### config.mk
export PLATFORM = sky130hd
export DESIGN_NAME = hci_wide_split
export DESIGN_NICKNAME = d
export VERILOG_FILES = /design/src/logic/hci_pkg.sv /design/src/logic/hci_wide_split.sv
export SDC_FILE = /design/constraint.sdc
export NUM_CORES = 1
export LEC_CHECK = 0
export BUFFER_PORTS_ARGS = -buffer_cell sky130_fd_sc_hd__buf_2
export CAP_MARGIN = 20
export CORE_AREA = 5 5 153 155
export DETAILED_ROUTE_END_ITERATION = 16
export DIE_AREA = 0 0 158 160
export GPL_TIMING_DRIVEN = 0
export PLACE_DENSITY_LB_ADDON = 0.1
export SYNTH_ARGS = -nofsm -noshare
export SYNTH_HDL_FRONTEND = slang
export SYNTH_SLANG_ARGS = --single-unit
### constraint.sdc
create_clock -name clk_i -period 1.6 [get_ports clk_i]
set_input_delay 0.08 -clock clk_i [delete_from_list [all_inputs] [get_ports clk_i]]
set_output_delay 0.08 -clock clk_i [all_outputs]
set_load 0.1 [all_outputs]
### src/logic/hci_pkg.sv
// wide and narrow HCI port widths plus the wide data word type, referenced as hci_pkg::name
`default_nettype none

package hci_pkg;

  // channel count equals the bank count of the TCDM
  localparam int unsigned NB_CHAN = 2;

  localparam int unsigned WIDE_DW = 64;                // wide data width
  localparam int unsigned LANE_DW = WIDE_DW / NB_CHAN; // one bank word
  localparam int unsigned LANE_BW = LANE_DW / 8;       // byte enables per lane
  localparam int unsigned WIDE_BW = WIDE_DW / 8;       // byte enables on the wide port

  localparam int unsigned AW = 32; // byte address
  localparam int unsigned UW = 2;  // user tag, returned with the response

  // one wide data word
  // the split slices it into lanes, the accelerator side sees it whole
  typedef union packed {
    logic [WIDE_DW-1:0]              word; // as carried on data_i and r_data_o
    logic [NB_CHAN-1:0][LANE_DW-1:0] lane; // lane i goes to bank i
  } hci_wide_word_u;

endpackage

`default_nettype wire

### src/logic/hci_wide_split.sv
// splits each wide HCI request into per-bank lanes and joins the lane responses back
`timescale 1ns/1ns
`default_nettype none

module hci_wide_split (
  input  logic                                              clk_i,
  input  logic                                              rst_ni,
  input  logic                                              clear_i,
  // wide target side
  input  logic                                              req_i,
  input  logic                                              wen_i, // 1 means read
  input  logic [hci_pkg::AW-1:0]                            add_i,
  input  logic [hci_pkg::WIDE_BW-1:0]                       be_i,
  input  logic [hci_pkg::WIDE_DW-1:0]                       data_i,
  input  logic [hci_pkg::UW-1:0]                            user_i,
  input  logic                                              r_ready_i,
  output logic                                              gnt_o,
  output logic                                              r_valid_o,
  output logic [hci_pkg::WIDE_DW-1:0]                       r_data_o,
  output logic [hci_pkg::UW-1:0]                            r_user_o,
  // lane initiator side
  output logic [hci_pkg::NB_CHAN-1:0]                       lane_req_o,
  output logic [hci_pkg::NB_CHAN-1:0]                       lane_wen_o,
  output logic [hci_pkg::NB_CHAN-1:0][hci_pkg::AW-1:0]      lane_add_o,
  output logic [hci_pkg::NB_CHAN-1:0][hci_pkg::LANE_BW-1:0] lane_be_o,
  output logic [hci_pkg::NB_CHAN-1:0][hci_pkg::LANE_DW-1:0] lane_data_o,
  output logic [hci_pkg::NB_CHAN-1:0][hci_pkg::UW-1:0]      lane_user_o,
  output logic [hci_pkg::NB_CHAN-1:0]                       lane_r_ready_o,
  input  logic [hci_pkg::NB_CHAN-1:0]                       lane_gnt_i,
  input  logic [hci_pkg::NB_CHAN-1:0]                       lane_r_valid_i,
  input  logic [hci_pkg::NB_CHAN-1:0][hci_pkg::LANE_DW-1:0] lane_r_data_i,
  input  logic [hci_pkg::NB_CHAN-1:0][hci_pkg::UW-1:0]      lane_r_user_i
);

  hci_pkg::hci_wide_word_u wdata; // write data, sliced per lane
  hci_pkg::hci_wide_word_u rdata; // read data, joined from lanes

  logic                        gnt_state_q; // 0 is GNT, 1 is NO-GNT
  logic                        gnt_state_d;
  logic [hci_pkg::NB_CHAN-1:0] gnt_mask_q;  // lanes already taken by their FIFO
  logic [hci_pkg::NB_CHAN-1:0] gnt_mask_d;
  logic [hci_pkg::NB_CHAN-1:0] lane_take;   // lanes enqueuing this cycle

  logic                        rv_state_q;  // 0 is RVALID, 1 is NO-RVALID
  logic                        rv_state_d;
  logic [hci_pkg::NB_CHAN-1:0] rv_mask_q;   // lanes whose response is waiting
  logic [hci_pkg::NB_CHAN-1:0] rv_mask_d;
  logic [hci_pkg::NB_CHAN-1:0] lane_here;   // response present, now or earlier
  logic                        rsp_take;    // wide response consumed

  assign wdata.word = data_i;

  // lane fan-out
  for (genvar i = 0; i < hci_pkg::NB_CHAN; i++) begin : g_lane
    assign lane_add_o[i]  = add_i + hci_pkg::AW'(i * hci_pkg::LANE_BW); // next word, next bank
    assign lane_be_o[i]   = be_i[i*hci_pkg::LANE_BW +: hci_pkg::LANE_BW];
    assign lane_wen_o[i]  = wen_i;
    assign lane_user_o[i] = user_i;
  end
  assign lane_data_o = wdata.lane;

  // granted lanes stay quiet until their siblings catch up
  assign lane_req_o = {hci_pkg::NB_CHAN{req_i}} & ~gnt_mask_q;
  assign lane_take  = lane_req_o & lane_gnt_i;
  assign gnt_o      = &(lane_gnt_i | gnt_mask_q); // mask is empty in GNT

  always_comb begin
    gnt_state_d = gnt_state_q;
    gnt_mask_d  = gnt_mask_q;
    if (!gnt_state_q) begin
      if (req_i && !gnt_o) begin // some lanes refused
        gnt_state_d = 1'b1;
        gnt_mask_d  = lane_take;
      end
    end else begin
      if (gnt_o) begin // last lanes go in now
        gnt_state_d = 1'b0;
        gnt_mask_d  = '0;
      end else begin
        gnt_mask_d = gnt_mask_q | lane_take;
      end
    end
  end

  // response join
  assign lane_here      = lane_r_valid_i | rv_mask_q;
  assign r_valid_o      = &lane_here;
  assign rsp_take       = r_valid_o & r_ready_i;
  assign lane_r_ready_o = {hci_pkg::NB_CHAN{rsp_take}}; // early lanes hold their head entry

  always_comb begin
    rv_state_d = rv_state_q;
    rv_mask_d  = rv_mask_q;
    if (!rv_state_q) begin
      if ((|lane_r_valid_i) && !r_valid_o) begin // partial arrival
        rv_state_d = 1'b1;
        rv_mask_d  = lane_r_valid_i;
      end
    end else begin
      if (rsp_take) begin
        rv_state_d = 1'b0;
        rv_mask_d  = '0;
      end else begin
        rv_mask_d = rv_mask_q | lane_r_valid_i;
      end
    end
  end

  // both masking FSMs
  always_ff @(posedge clk_i or negedge rst_ni) begin
    if (!rst_ni) begin
      gnt_state_q <= 1'b0;
      gnt_mask_q  <= '0;
      rv_state_q  <= 1'b0;
      rv_mask_q   <= '0;
    end else if (clear_i) begin
      gnt_state_q <= 1'b0;
      gnt_mask_q  <= '0;
      rv_state_q  <= 1'b0;
      rv_mask_q   <= '0;
    end else begin
      gnt_state_q <= gnt_state_d;
      gnt_mask_q  <= gnt_mask_d;
      rv_state_q  <= rv_state_d;
      rv_mask_q   <= rv_mask_d;
    end
  end

  assign rdata.lane = lane_r_data_i;
  assign r_data_o   = rdata.word;
  assign r_user_o   = lane_r_user_i[0]; // every lane carries the same tag

endmodule

`default_nettype wire

==> impl_results.md <==
- Post-route ant nets: 0
- Final Setup Violations: 0
- CTS max path bufs: 2
- Area grow syn2layout: 127%
- Initial Utilization: 10.3%
- Post-Route Setup TNS: 0 ns
- Data arrival time of the worst path: 1.47 ns
- First-pass detailed-route iteration total: 4
- Pwr dens: 763 nW/um^2
- All-Layer GR Usage: 8.30%
- Die H: 160 um
- Total power: 0.00385 W
- Slowest cell delay on critical path: 0.25 ns
- CP delay by family, top: simple AND/OR/NAND/NOR gates
- Site Rows: 54
- Clk sink count: 6
- Largest net degree at the start of global routing: 10
- Clk slew on worst S/H paths: 0.03 ns
- Final GP Congestion: 0.692
- Drt wl/cell: 13.9 um
- Mapped Nets: 480
- RSZ-0062 raised after global routing: true
- Mean Syn Cell Area: 7.54 sq um
- Fill cell count: 2441
- Via/cell ratio: 3.24
- Fmax: 0.645 GHz
- Nets: 755
- Number of inserted diodes: 0
- Minimum clock period: 1.55 ns
- Pins Over Slew Limit: 0
- Final HPWL DP: 10700 um
- First-pass GRT wire length: 16800 um
- CTS tree: yes
- Slowest CP cell: nand4_1
- Wirelength, routed: 11800 um
- Crit. End Element: output port
- Req. time, crit path: 1.52 ns
- FF+latch count, synth: 6
- GRT Residual Overflow: 0
- Post-synth cell types: 26
- Worst-Skew Late Latency: 0.23 ns
- Critical path class: primary input to output port
- Root buffer cell: clkbuf_16
- Ports: 398
- Synth warnings: 0
- Inst Count DP: 827
- Min setup slack post-route: 0.0505 ns
- Post-Synthesis Cells: 295
- Seq/Total Area, Yosys: 6.75%
- CP startpoint kind: primary input
- Actual slew at the worst max-slew pin: 0.529 ns
- Lkg Pwr: 2.69 nW
- Final Hold Vio Count: 0
- Netlist Area Pre-Place: 2220 sq um
- Worst IR Drop VDD: 0.377 mV
- Core ar.: 21700 sq um
- Dpl ws: -0.873 ns
- Cell breakdown of the critical path: buf_8, nand4_1, buf_4, nor2_4, nand4_1, xnor2_4, buf_12
- Clock skew: 0.000141 ns
- Critical path buffers and inverters: 3
- Die extent in x: 158 um
- Vias in the first global route: 2867
- CP most frequent cell: nand4_1
- I/O Buffers: 252
- Worst hold path type: primary input to flip-flop
- Die area: 25300 sq um
- Antenna violations before repair: 0
- Status: finished clean
- Ratio of cells with drive above 1 in the final layout: 88.7%
- CTS H-tree lvls: 1
- 1st-iter DRT viols: 43
- Critical Path Fanout Max: 7
- Post-route insts no fill: 848
- Tcrit/Tclk final: 96.8%
- Slew Limit Headroom: 65.0%
- Total number of vias: 2747
- Clock buffer count from CTS: 3
- Max-cap viol count: 0
- Residual DRC: 0
[metal layers]
layer	vias up	part of all wire (%)	global-route usage (%)
li1	1324	-	-
met5	-	0	0
met3	9	10	2.33
met1	1243	32	8.70
met2	171	57	16.5
met4	0	0.92	1.16
[worst paths after layout]
kind | end | start | depth (start not counted) | slack, ns
worst max-delay path | lane_add_o[61] | add_i[13] | 7 | 0.05
worst min register to register | rv_mask_q[0] | rv_mask_q[0] | 2 | 0.53
worst max register to register | gnt_mask_q[0] | gnt_mask_q[1] | 4 | 0.36
worst min-delay path | rv_state_q | clear_i | 2 | 0.08
max in group asynchronous | rv_mask_q[1] | rst_ni | 2 | 1.22
min in group asynchronous | gnt_mask_q[1] | rst_ni | 2 | 0.23
[layout make-up]
class | count | area [sq um] | share of cell area (%)
repair buffers | 270 | 1810 | 35.9
plain buffers | 181 | 1360 | 26.9
multi-input cells | 104 | 1280 | 25.5
well taps | 280 | 350 | 6.95
flip-flops and latches | 6 | 150 | 2.98
clock buffers | 3 | 75.1 | 1.49
inverters | 4 | 15.0 | 0.298
[flip-flops by register name, indices dropped and copies added, names as in the netlist]
name and flops:
rv_state_q 1, gnt_state_q 1, rv_mask_q 2, gnt_mask_q 2
[cell usage in the layout, fill, tap and decap left out, types with 5 or more instances in the layout]
cell type  count
buf_2        214
buf_4        201
buf_12        20
xnor2_4       19
nand4_1       10
nand2_1        9
nor2_1         9
buf_6          8
nand3_2        6
nand3_1        6
dfrtp_1        6
buf_8          5
[logic make-up after synthesis]
kind of cell / share of synthesized area (%)
compound gates: 2.36
xor+xnor: 11.0
fa+ha+maj: 0.563
buf+inv: 61.6
flops: 6.75
mux: 0.450
simple gates: 17.2
[power by group]
group          switching, W  internal, W  leakage, nW  total, W
logic               0.00253     0.000730         2.58   0.00326
clock network     0.0000894     0.000321       0.0370  0.000411
registers        0.00000980     0.000165       0.0786  0.000175
total               0.00263      0.00122         2.69   0.00385
[Yosys cell counts]
cell type	count	area, sq um
a21oi_1	4	20.0
a32oi_1	2	17.5
and2_0	1	6.26
and3_1	3	18.8
and4_1	1	8.76
buf_4	180	1350
clkbuf_1	1	3.75
dfrtp_1	6	150
ha_1	1	12.5
inv_1	4	15.0
mux2i_1	1	10.0
nand2_1	12	45.0
nand2b_1	1	6.26
nand3_1	14	70.1
nand4_1	10	62.6
nand4_4	1	21.3
nor2_1	10	37.5
nor2b_1	5	31.3
nor3_1	4	20.0
nor4_1	1	6.26
nor4_4	2	42.5
o22a_1	1	8.76
o22ai_1	1	6.26
or2_2	1	6.26
xnor2_1	23	201
xor2_1	5	43.8
[what timing repair did]
item / CTS / global route
hold endpoints to repair: 6 / 0
endpoints found under the setup margin: 22 / 24
hold buffers: 1 / 0
gates resized for setup: 78 / 75
cloned: 0 / 1
pin swaps: 17 / 14
setup buffers: 10 / 6
[through the flow]
step	hold WS, ns	area, sq um	utilization (%)
after floorplan	-0.216	2680	-
after CTS	0.0866	4740	21.8
after global placement	-0.0791	4290	19.8
after global routing	0.0920	5040	23.2
after detailed placement	-0.0774	4290	19.8
final	0.0831	5040	23.2
Note: power is estimated with default switching activity, not from simulation.
