File: config.mk
export PLATFORM = sky130hd
export DESIGN_NAME = hci_chan_fifo
export DESIGN_NICKNAME = d
export VERILOG_FILES = /design/src/logic/hci_pkg.sv /design/src/logic/hci_chan_fifo.sv
export SDC_FILE = /design/constraint.sdc
export NUM_CORES = 1
export LEC_CHECK = 0
export BUFFER_PORTS_ARGS = -buffer_cell sky130_fd_sc_hd__buf_2
export CORE_ASPECT_RATIO = 0.7
export CORE_UTILIZATION = 50
export CTS_CLUSTER_DIAMETER = 150
export DETAILED_ROUTE_END_ITERATION = 8
export PLACE_DENSITY = 0.73
export SYNTH_ARGS = -nofsm -noshare
export SYNTH_HDL_FRONTEND = slang
export SYNTH_SLANG_ARGS = --single-unit
File: constraint.sdc
create_clock -name clk_i -period 2.8 [get_ports clk_i]
set_input_delay 0 -clock clk_i [delete_from_list [all_inputs] [get_ports clk_i]]
set_output_delay 0 -clock clk_i [all_outputs]
set_load 0.01 [all_outputs]
File: src/logic/hci_pkg.sv
// wide and narrow HCI port widths plus the wide data word type, referenced as hci_pkg::name
`default_nettype none

package hci_pkg;

  // channel count equals the bank count of the TCDM
  localparam int unsigned NB_CHAN = 2;

  localparam int unsigned WIDE_DW = 64;                // wide data width
  localparam int unsigned LANE_DW = WIDE_DW / NB_CHAN; // one bank word
  localparam int unsigned LANE_BW = LANE_DW / 8;       // byte enables per lane
  localparam int unsigned WIDE_BW = WIDE_DW / 8;       // byte enables on the wide port

  localparam int unsigned AW = 32; // byte address
  localparam int unsigned UW = 2;  // user tag, returned with the response

  // one wide data word
  // the split slices it into lanes, the accelerator side sees it whole
  typedef union packed {
    logic [WIDE_DW-1:0]              word; // as carried on data_i and r_data_o
    logic [NB_CHAN-1:0][LANE_DW-1:0] lane; // lane i goes to bank i
  } hci_wide_word_u;

endpackage

`default_nettype wire

File: src/logic/hci_chan_fifo.sv
// per-lane request and response queues between the wide split and one TCDM bank
`timescale 1ns/1ns
`default_nettype none

module hci_chan_fifo #(
  parameter int unsigned DEPTH = 4 // entries in each queue
) (
  input  logic                        clk_i,
  input  logic                        rst_ni,
  input  logic                        clear_i,
  // target side, toward the split
  input  logic                        req_i,
  output logic                        gnt_o,
  input  logic                        wen_i,   // 1 means read
  input  logic [hci_pkg::AW-1:0]      add_i,
  input  logic [hci_pkg::LANE_BW-1:0] be_i,
  input  logic [hci_pkg::LANE_DW-1:0] data_i,
  input  logic [hci_pkg::UW-1:0]      user_i,
  output logic                        r_valid_o,
  input  logic                        r_ready_i,
  output logic [hci_pkg::LANE_DW-1:0] r_data_o,
  output logic [hci_pkg::UW-1:0]      r_user_o,
  // bank side
  output logic                        bank_req_o,
  input  logic                        bank_gnt_i,
  output logic                        bank_wen_o,
  output logic [hci_pkg::AW-1:0]      bank_add_o,
  output logic [hci_pkg::LANE_BW-1:0] bank_be_o,
  output logic [hci_pkg::LANE_DW-1:0] bank_data_o,
  input  logic                        bank_r_valid_i,
  input  logic [hci_pkg::LANE_DW-1:0] bank_r_data_i
);

  // request queue storage
  logic                        q_wen  [DEPTH];
  logic [hci_pkg::AW-1:0]      q_add  [DEPTH];
  logic [hci_pkg::LANE_BW-1:0] q_be   [DEPTH];
  logic [hci_pkg::LANE_DW-1:0] q_data [DEPTH];
  logic [$clog2(DEPTH)-1:0]    q_wr_q;
  logic [$clog2(DEPTH)-1:0]    q_rd_q;
  logic [$clog2(DEPTH+1)-1:0]  q_cnt_q;

  // response queue storage
  logic [hci_pkg::LANE_DW-1:0] rsp_mem [DEPTH];
  logic [$clog2(DEPTH)-1:0]    rsp_wr_q;
  logic [$clog2(DEPTH)-1:0]    rsp_rd_q;
  logic [$clog2(DEPTH+1)-1:0]  rsp_cnt_q;
  logic [$clog2(DEPTH+1)-1:0]  out_cnt_q; // granted by the bank, answer not back yet

  // tags cover queued, in-flight and answered requests, hence twice the depth
  logic [hci_pkg::UW-1:0]     tag_mem [2*DEPTH];
  logic [$clog2(2*DEPTH)-1:0] tag_wr_q;
  logic [$clog2(2*DEPTH)-1:0] tag_rd_q;

  logic push;  // request enters the queue
  logic issue; // request handed to the bank
  logic pop;   // response leaves toward the split

  assign gnt_o = (q_cnt_q != DEPTH); // room in the request queue
  assign push  = req_i & gnt_o;

  // only ask the bank when its answer is sure to find a free response slot
  assign bank_req_o  = (q_cnt_q != '0) && ((out_cnt_q + rsp_cnt_q) < DEPTH);
  assign issue       = bank_req_o & bank_gnt_i;
  assign bank_wen_o  = q_wen[q_rd_q];
  assign bank_add_o  = q_add[q_rd_q];
  assign bank_be_o   = q_be[q_rd_q];
  assign bank_data_o = q_data[q_rd_q];

  assign r_valid_o = (rsp_cnt_q != '0);
  assign pop       = r_valid_o & r_ready_i;
  assign r_data_o  = rsp_mem[rsp_rd_q];
  assign r_user_o  = tag_mem[tag_rd_q]; // tag order follows response order

  // pointers and occupancy
  always_ff @(posedge clk_i or negedge rst_ni) begin
    if (!rst_ni) begin
      q_wr_q    <= '0;
      q_rd_q    <= '0;
      q_cnt_q   <= '0;
      rsp_wr_q  <= '0;
      rsp_rd_q  <= '0;
      rsp_cnt_q <= '0;
      out_cnt_q <= '0;
      tag_wr_q  <= '0;
      tag_rd_q  <= '0;
    end else if (clear_i) begin
      q_wr_q    <= '0;
      q_rd_q    <= '0;
      q_cnt_q   <= '0;
      rsp_wr_q  <= '0;
      rsp_rd_q  <= '0;
      rsp_cnt_q <= '0;
      out_cnt_q <= '0;
      tag_wr_q  <= '0;
      tag_rd_q  <= '0;
    end else begin
      if (push) begin
        q_wr_q   <= (q_wr_q == DEPTH-1) ? '0 : q_wr_q + 1'b1;
        tag_wr_q <= (tag_wr_q == 2*DEPTH-1) ? '0 : tag_wr_q + 1'b1;
      end
      if (issue) begin
        q_rd_q <= (q_rd_q == DEPTH-1) ? '0 : q_rd_q + 1'b1;
      end
      if (bank_r_valid_i) begin
        rsp_wr_q <= (rsp_wr_q == DEPTH-1) ? '0 : rsp_wr_q + 1'b1;
      end
      if (pop) begin
        rsp_rd_q <= (rsp_rd_q == DEPTH-1) ? '0 : rsp_rd_q + 1'b1;
        tag_rd_q <= (tag_rd_q == 2*DEPTH-1) ? '0 : tag_rd_q + 1'b1;
      end
      if (push != issue) begin
        q_cnt_q <= push ? q_cnt_q + 1'b1 : q_cnt_q - 1'b1;
      end
      if (bank_r_valid_i != pop) begin
        rsp_cnt_q <= bank_r_valid_i ? rsp_cnt_q + 1'b1 : rsp_cnt_q - 1'b1;
      end
      if (issue != bank_r_valid_i) begin
        out_cnt_q <= issue ? out_cnt_q + 1'b1 : out_cnt_q - 1'b1;
      end
    end
  end

  // queue payload
  always_ff @(posedge clk_i) begin
    if (push) begin
      q_wen[q_wr_q]     <= wen_i;
      q_add[q_wr_q]     <= add_i;
      q_be[q_wr_q]      <= be_i;
      q_data[q_wr_q]    <= data_i;
      tag_mem[tag_wr_q] <= user_i; // bank never sees the tag
    end
    if (bank_r_valid_i) begin
      rsp_mem[rsp_wr_q] <= bank_r_data_i;
    end
  end

endmodule

`default_nettype wire

==> flow_summary_export.csv <==
group,metric,value,unit
critical_path,crit_type,"register to register",
floorplan,die_h,154.8,µm
grt,grt_util_met1,0.2654,
floorplan,dieWidth,220.3,µm
critical_path,rr_worst_depth,7,
placement,gp_congestion,0.7494,
logic_synthesis,seq_area_frac_synth,0.7908,
logic_synthesis,synth_edf_count,420,
grt,antenna_found_initial,1,
routing,drt_iter0_drc,569,
grt,grt_max_degree,35,
outcome,status,"finished, violations left",
routing,ant_nets,0,
worst_hold_path,hold_class,"input pin to register",
routing,vias_per_cell,5.319,
clocking,path_clk_slew,0.06,ns
logic_synthesis,syn_area,0.01668,mm²
run,max_cap_violations,0,
placement,port_buffers,215,
sta,tightest_slew,0.9381,ns
critical_path,cp.required,3.23,ns
grt,grt.overflow.total,0,
grt,grt_pass1_wl,50.09,mm
critical_path,crit_chain,"or3b_1 -> nand2_1 -> inv_2 -> fa_1 -> nand2b_1 -> or3b_2 -> a32o_1",
power,power.net_switching,4.684,mW
sta,min_period_over_period,0.9137,
power,swShare,0.2619,
power,combinationalPowerShare,0.226,
worst_hold_path,hold_depth,5,
placement,postPlaceCellArea,0.01846,mm²
sta,setup_tns,0,ns
power,p_leak,7.289,nW
placement,post-place-cells,1352,
critical_path,critPathLaunchType,"register",
floorplan,core-area,0.03255,mm²
logic_synthesis,synth_warnings,0,
layout,syn_to_final_growth,25.63,%
critical_path,critPathCaptureType,"register",
sta,min_period,2.558,ns
clocking,clock_sinks,443,
power,power.density,853.7,mW/mm²
clocking,ctsResizeCount,0,
grt,grt_usage,0.1963,
worst_hold_path,holdPathEnd,"q_rd_q[1]",
critical_path,crit_path_max_incr_delay,0.51,ns
layout,fin_cells,1540,
floorplan,die-area,0.03410,mm²
power,internal_power,13.20,mW
logic_synthesis,syn_area_per_cell,23.29,µm²
logic_synthesis,ys_types,39,
logic_synthesis,yosysTopAreaCell,"edfxtp_1",
logic_synthesis,synth_cells,716,
clocking,post_cts_buffers,0,
layout,final_util,0.6436,
clocking,ctsHtreeMaxLevel,2,
placement,hpwl,19.54,mm
outcome,violations,"DRC",
worst_hold_path,holdCritStartpoint,"bank_gnt_i",
logic_synthesis,synth_top_area_share,0.7563,
sta,max_freq,390.9,MHz
grt,busiest_layer,"met2",
power,seqPwrFrac,0.460,
logic_synthesis,synth_flop_cell,"edfxtp_1",
sta,skew,0.01351,ns
routing,routed_wirelength,32.36,mm
power,ir_drop,0.5570,mV
logic_synthesis,syn-num-nets,845,
routing,firstDrtPassIters,7,
critical_path,r2r-start,"q_cnt_q[0]",
layout,fin_nets,1210,
critical_path,critical_path_arrival,2.99,ns
sta,maxSlewViolCount,0,
routing,routedWlPerCell,21.01,µm
routing,drc,12,
critical_path,regToRegSetupSlack,0.24,ns
critical_path,cp_slowest_cell,"or3b_1",
clocking,root_buffer,"clkbuf_16",
logic_synthesis,synthArstFlopShare,0.05192,
sta,slew_headroom,0.3725,
layout,post-route-cell-area,0.02095,mm²
clocking,clockBufferDepth,3,
grt,grt_pass1_vias,8683,
sta,hold_viol_final,0,
floorplan,start_util,0.5123,
grt,grtUsageMet3,0.05683,
clocking,cts_buffers,42,
floorplan,io_pins,216,
sta,rsz0062_at_grt,"no",
sta,setup-violations-final,0,
grt,met2_usage,0.3145,
power,clkPwrFrac,0.314,
layout,drive_gt1_frac,0.3822,
critical_path,critical_path.max_fanout,7,
logic_synthesis,synth.top_cells.by_area,"edfxtp_1 76%, mux4_2 14%, dfrtp_1 3.5%",
logic_synthesis,ys_ff_latch,443,
layout,nFillCells,2156,
clocking,clkLatencyLatePin,0.55,ns
routing,vias,8192,
clocking,tritoncts,"built",
floorplan,fp-row-count,55,
critical_path,r2r-end,"q_cnt_q[2]",
==> worst max-delay path, delay by kind of cell (launching register included) <==
kind,cells,cell delay [ns]
adders and majority gates,1,0.40
DFF,1,0.41
AOI/OAI and AO/OA,1,0.26
buffers and inverters,1,0.09
and+or+nand+nor,4,1.30
==> layout by cell type (no fill, tap or decap), types with 8 or more instances in the layout <==
| cell type | instances |
|---|---|
| buf_4 | 20 |
| dlygate4sd3_1 | 112 |
| nand2_1 | 10 |
| buf_2 | 215 |
| nor3_1 | 9 |
| clkinv_1 | 8 |
| dfrtp_1 | 20 |
| edfxtp_1 | 420 |
| inv_1 | 10 |
| clkbuf_16 | 42 |
| ha_1 | 16 |
| mux4_2 | 105 |
| nor2_1 | 26 |
| a21oi_1 | 8 |
==> area by class of cell <==
cell class,count,area (µm²),share of cell area
Sequential cell,443,13200,0.6299
Multi-Input combinational cell,229,3323,0.1586
Timing Repair Buffer,354,2487,0.1187
Clock buffer,50,1091,0.05208
Tap cell,427,534.3,0.02550
Clock inverter,25,274.0,0.01308
Inverter,11,41.29,0.001971
Antenna cell,1,2.502,0.0001194
==> flip-flops by register name (all words and copies together) (netlist names), 3 cells and up <==
signal	count
out_cnt_q	3
q_add	128
q_be	16
q_cnt_q	3
q_data	128
q_wen	4
rsp_cnt_q	3
rsp_mem	128
tag_mem	16
tag_rd_q	3
tag_wr_q	3
==> per-layer routing <==
layer | vias up | routed length (µm) | share of wire
li1 | 3709 | - | -
met1 | 4208 | 13700 | 0.42
met2 | 232 | 15820 | 0.49
met3 | 43 | 2307 | 0.071
met4 | 0 | 532 | 0.016
met5 | - | 0 | 0
==> Yosys cell counts (all sizes together), types with 2 or more instances <==
cell type  count
and3           4
or3b           2
nor3b          3
nor2          26
mux4         105
nand2         10
mux2           7
a21oi          8
and2           5
nor3           9
buf           15
nand2b         4
or3            3
inv           11
fa             3
edfxtp       420
clkbuf        18
xnor2          5
ha            16
mux2i          7
dfrtp         23
nor2b          2
==> worst max path at each step <==
| stage | start | end |
|---|---|---|
| floorplan | q_cnt_q[0] | q_cnt_q[2] |
| global placement | q_cnt_q[0] | q_cnt_q[2] |
| detailed placement | q_cnt_q[0] | q_cnt_q[2] |
| CTS | q_cnt_q[0] | q_cnt_q[2] |
| global route | q_cnt_q[0] | q_cnt_q[2] |
| finish | q_cnt_q[0] | q_cnt_q[2] |
==> cell families (layout without fill, tap and decap cells) <==
logic type | Yosys count | count (layout) | synth area share
mux | 119 | 119 | 0.1516
flops | 443 | 443 | 0.7908
buf+inv | 44 | 440 | 0.01110
xor+xnor | 5 | 5 | 0.003527
fa+ha+maj | 19 | 19 | 0.01561
simple gates | 73 | 73 | 0.02251
compound gates | 13 | 13 | 0.004802
other cells | 0 | 1 | 0
==> metrics by stage <==
step | hold slack (ns) | setup slack (ns) | power (mW)
after floorplan | -0.2956 | 0.3283 | 10.80
after global placement | 0.02653 | 0.3075 | 12.26
after detailed placement | 0.03624 | 0.2429 | 12.34
after CTS | 0.1161 | 0.2428 | 18.10
after global routing | 0.1524 | 0.1237 | 18.65
final | 0.1504 | 0.2417 | 17.89
==> timing repair <==
action / 4_1_cts / 5_1_grt
setup endpoints to repair: 0 / 0
hold buffers: 112 / 0
hold endpoints to repair: 459 / 0
==> power groups by stage <==
stage          Sequential [mW]  Clock (mW)  Combinational [mW]
2_1_floorplan             8.17           0                2.63
3_3_place_gp              8.34           0                3.92
3_5_place_dp              8.38           0                3.96
4_1_cts                   8.24        5.74                4.12
5_1_grt                   8.30        5.98                4.37
6_report                  8.23        5.62                4.04
(Power assumes the default switching activity.)
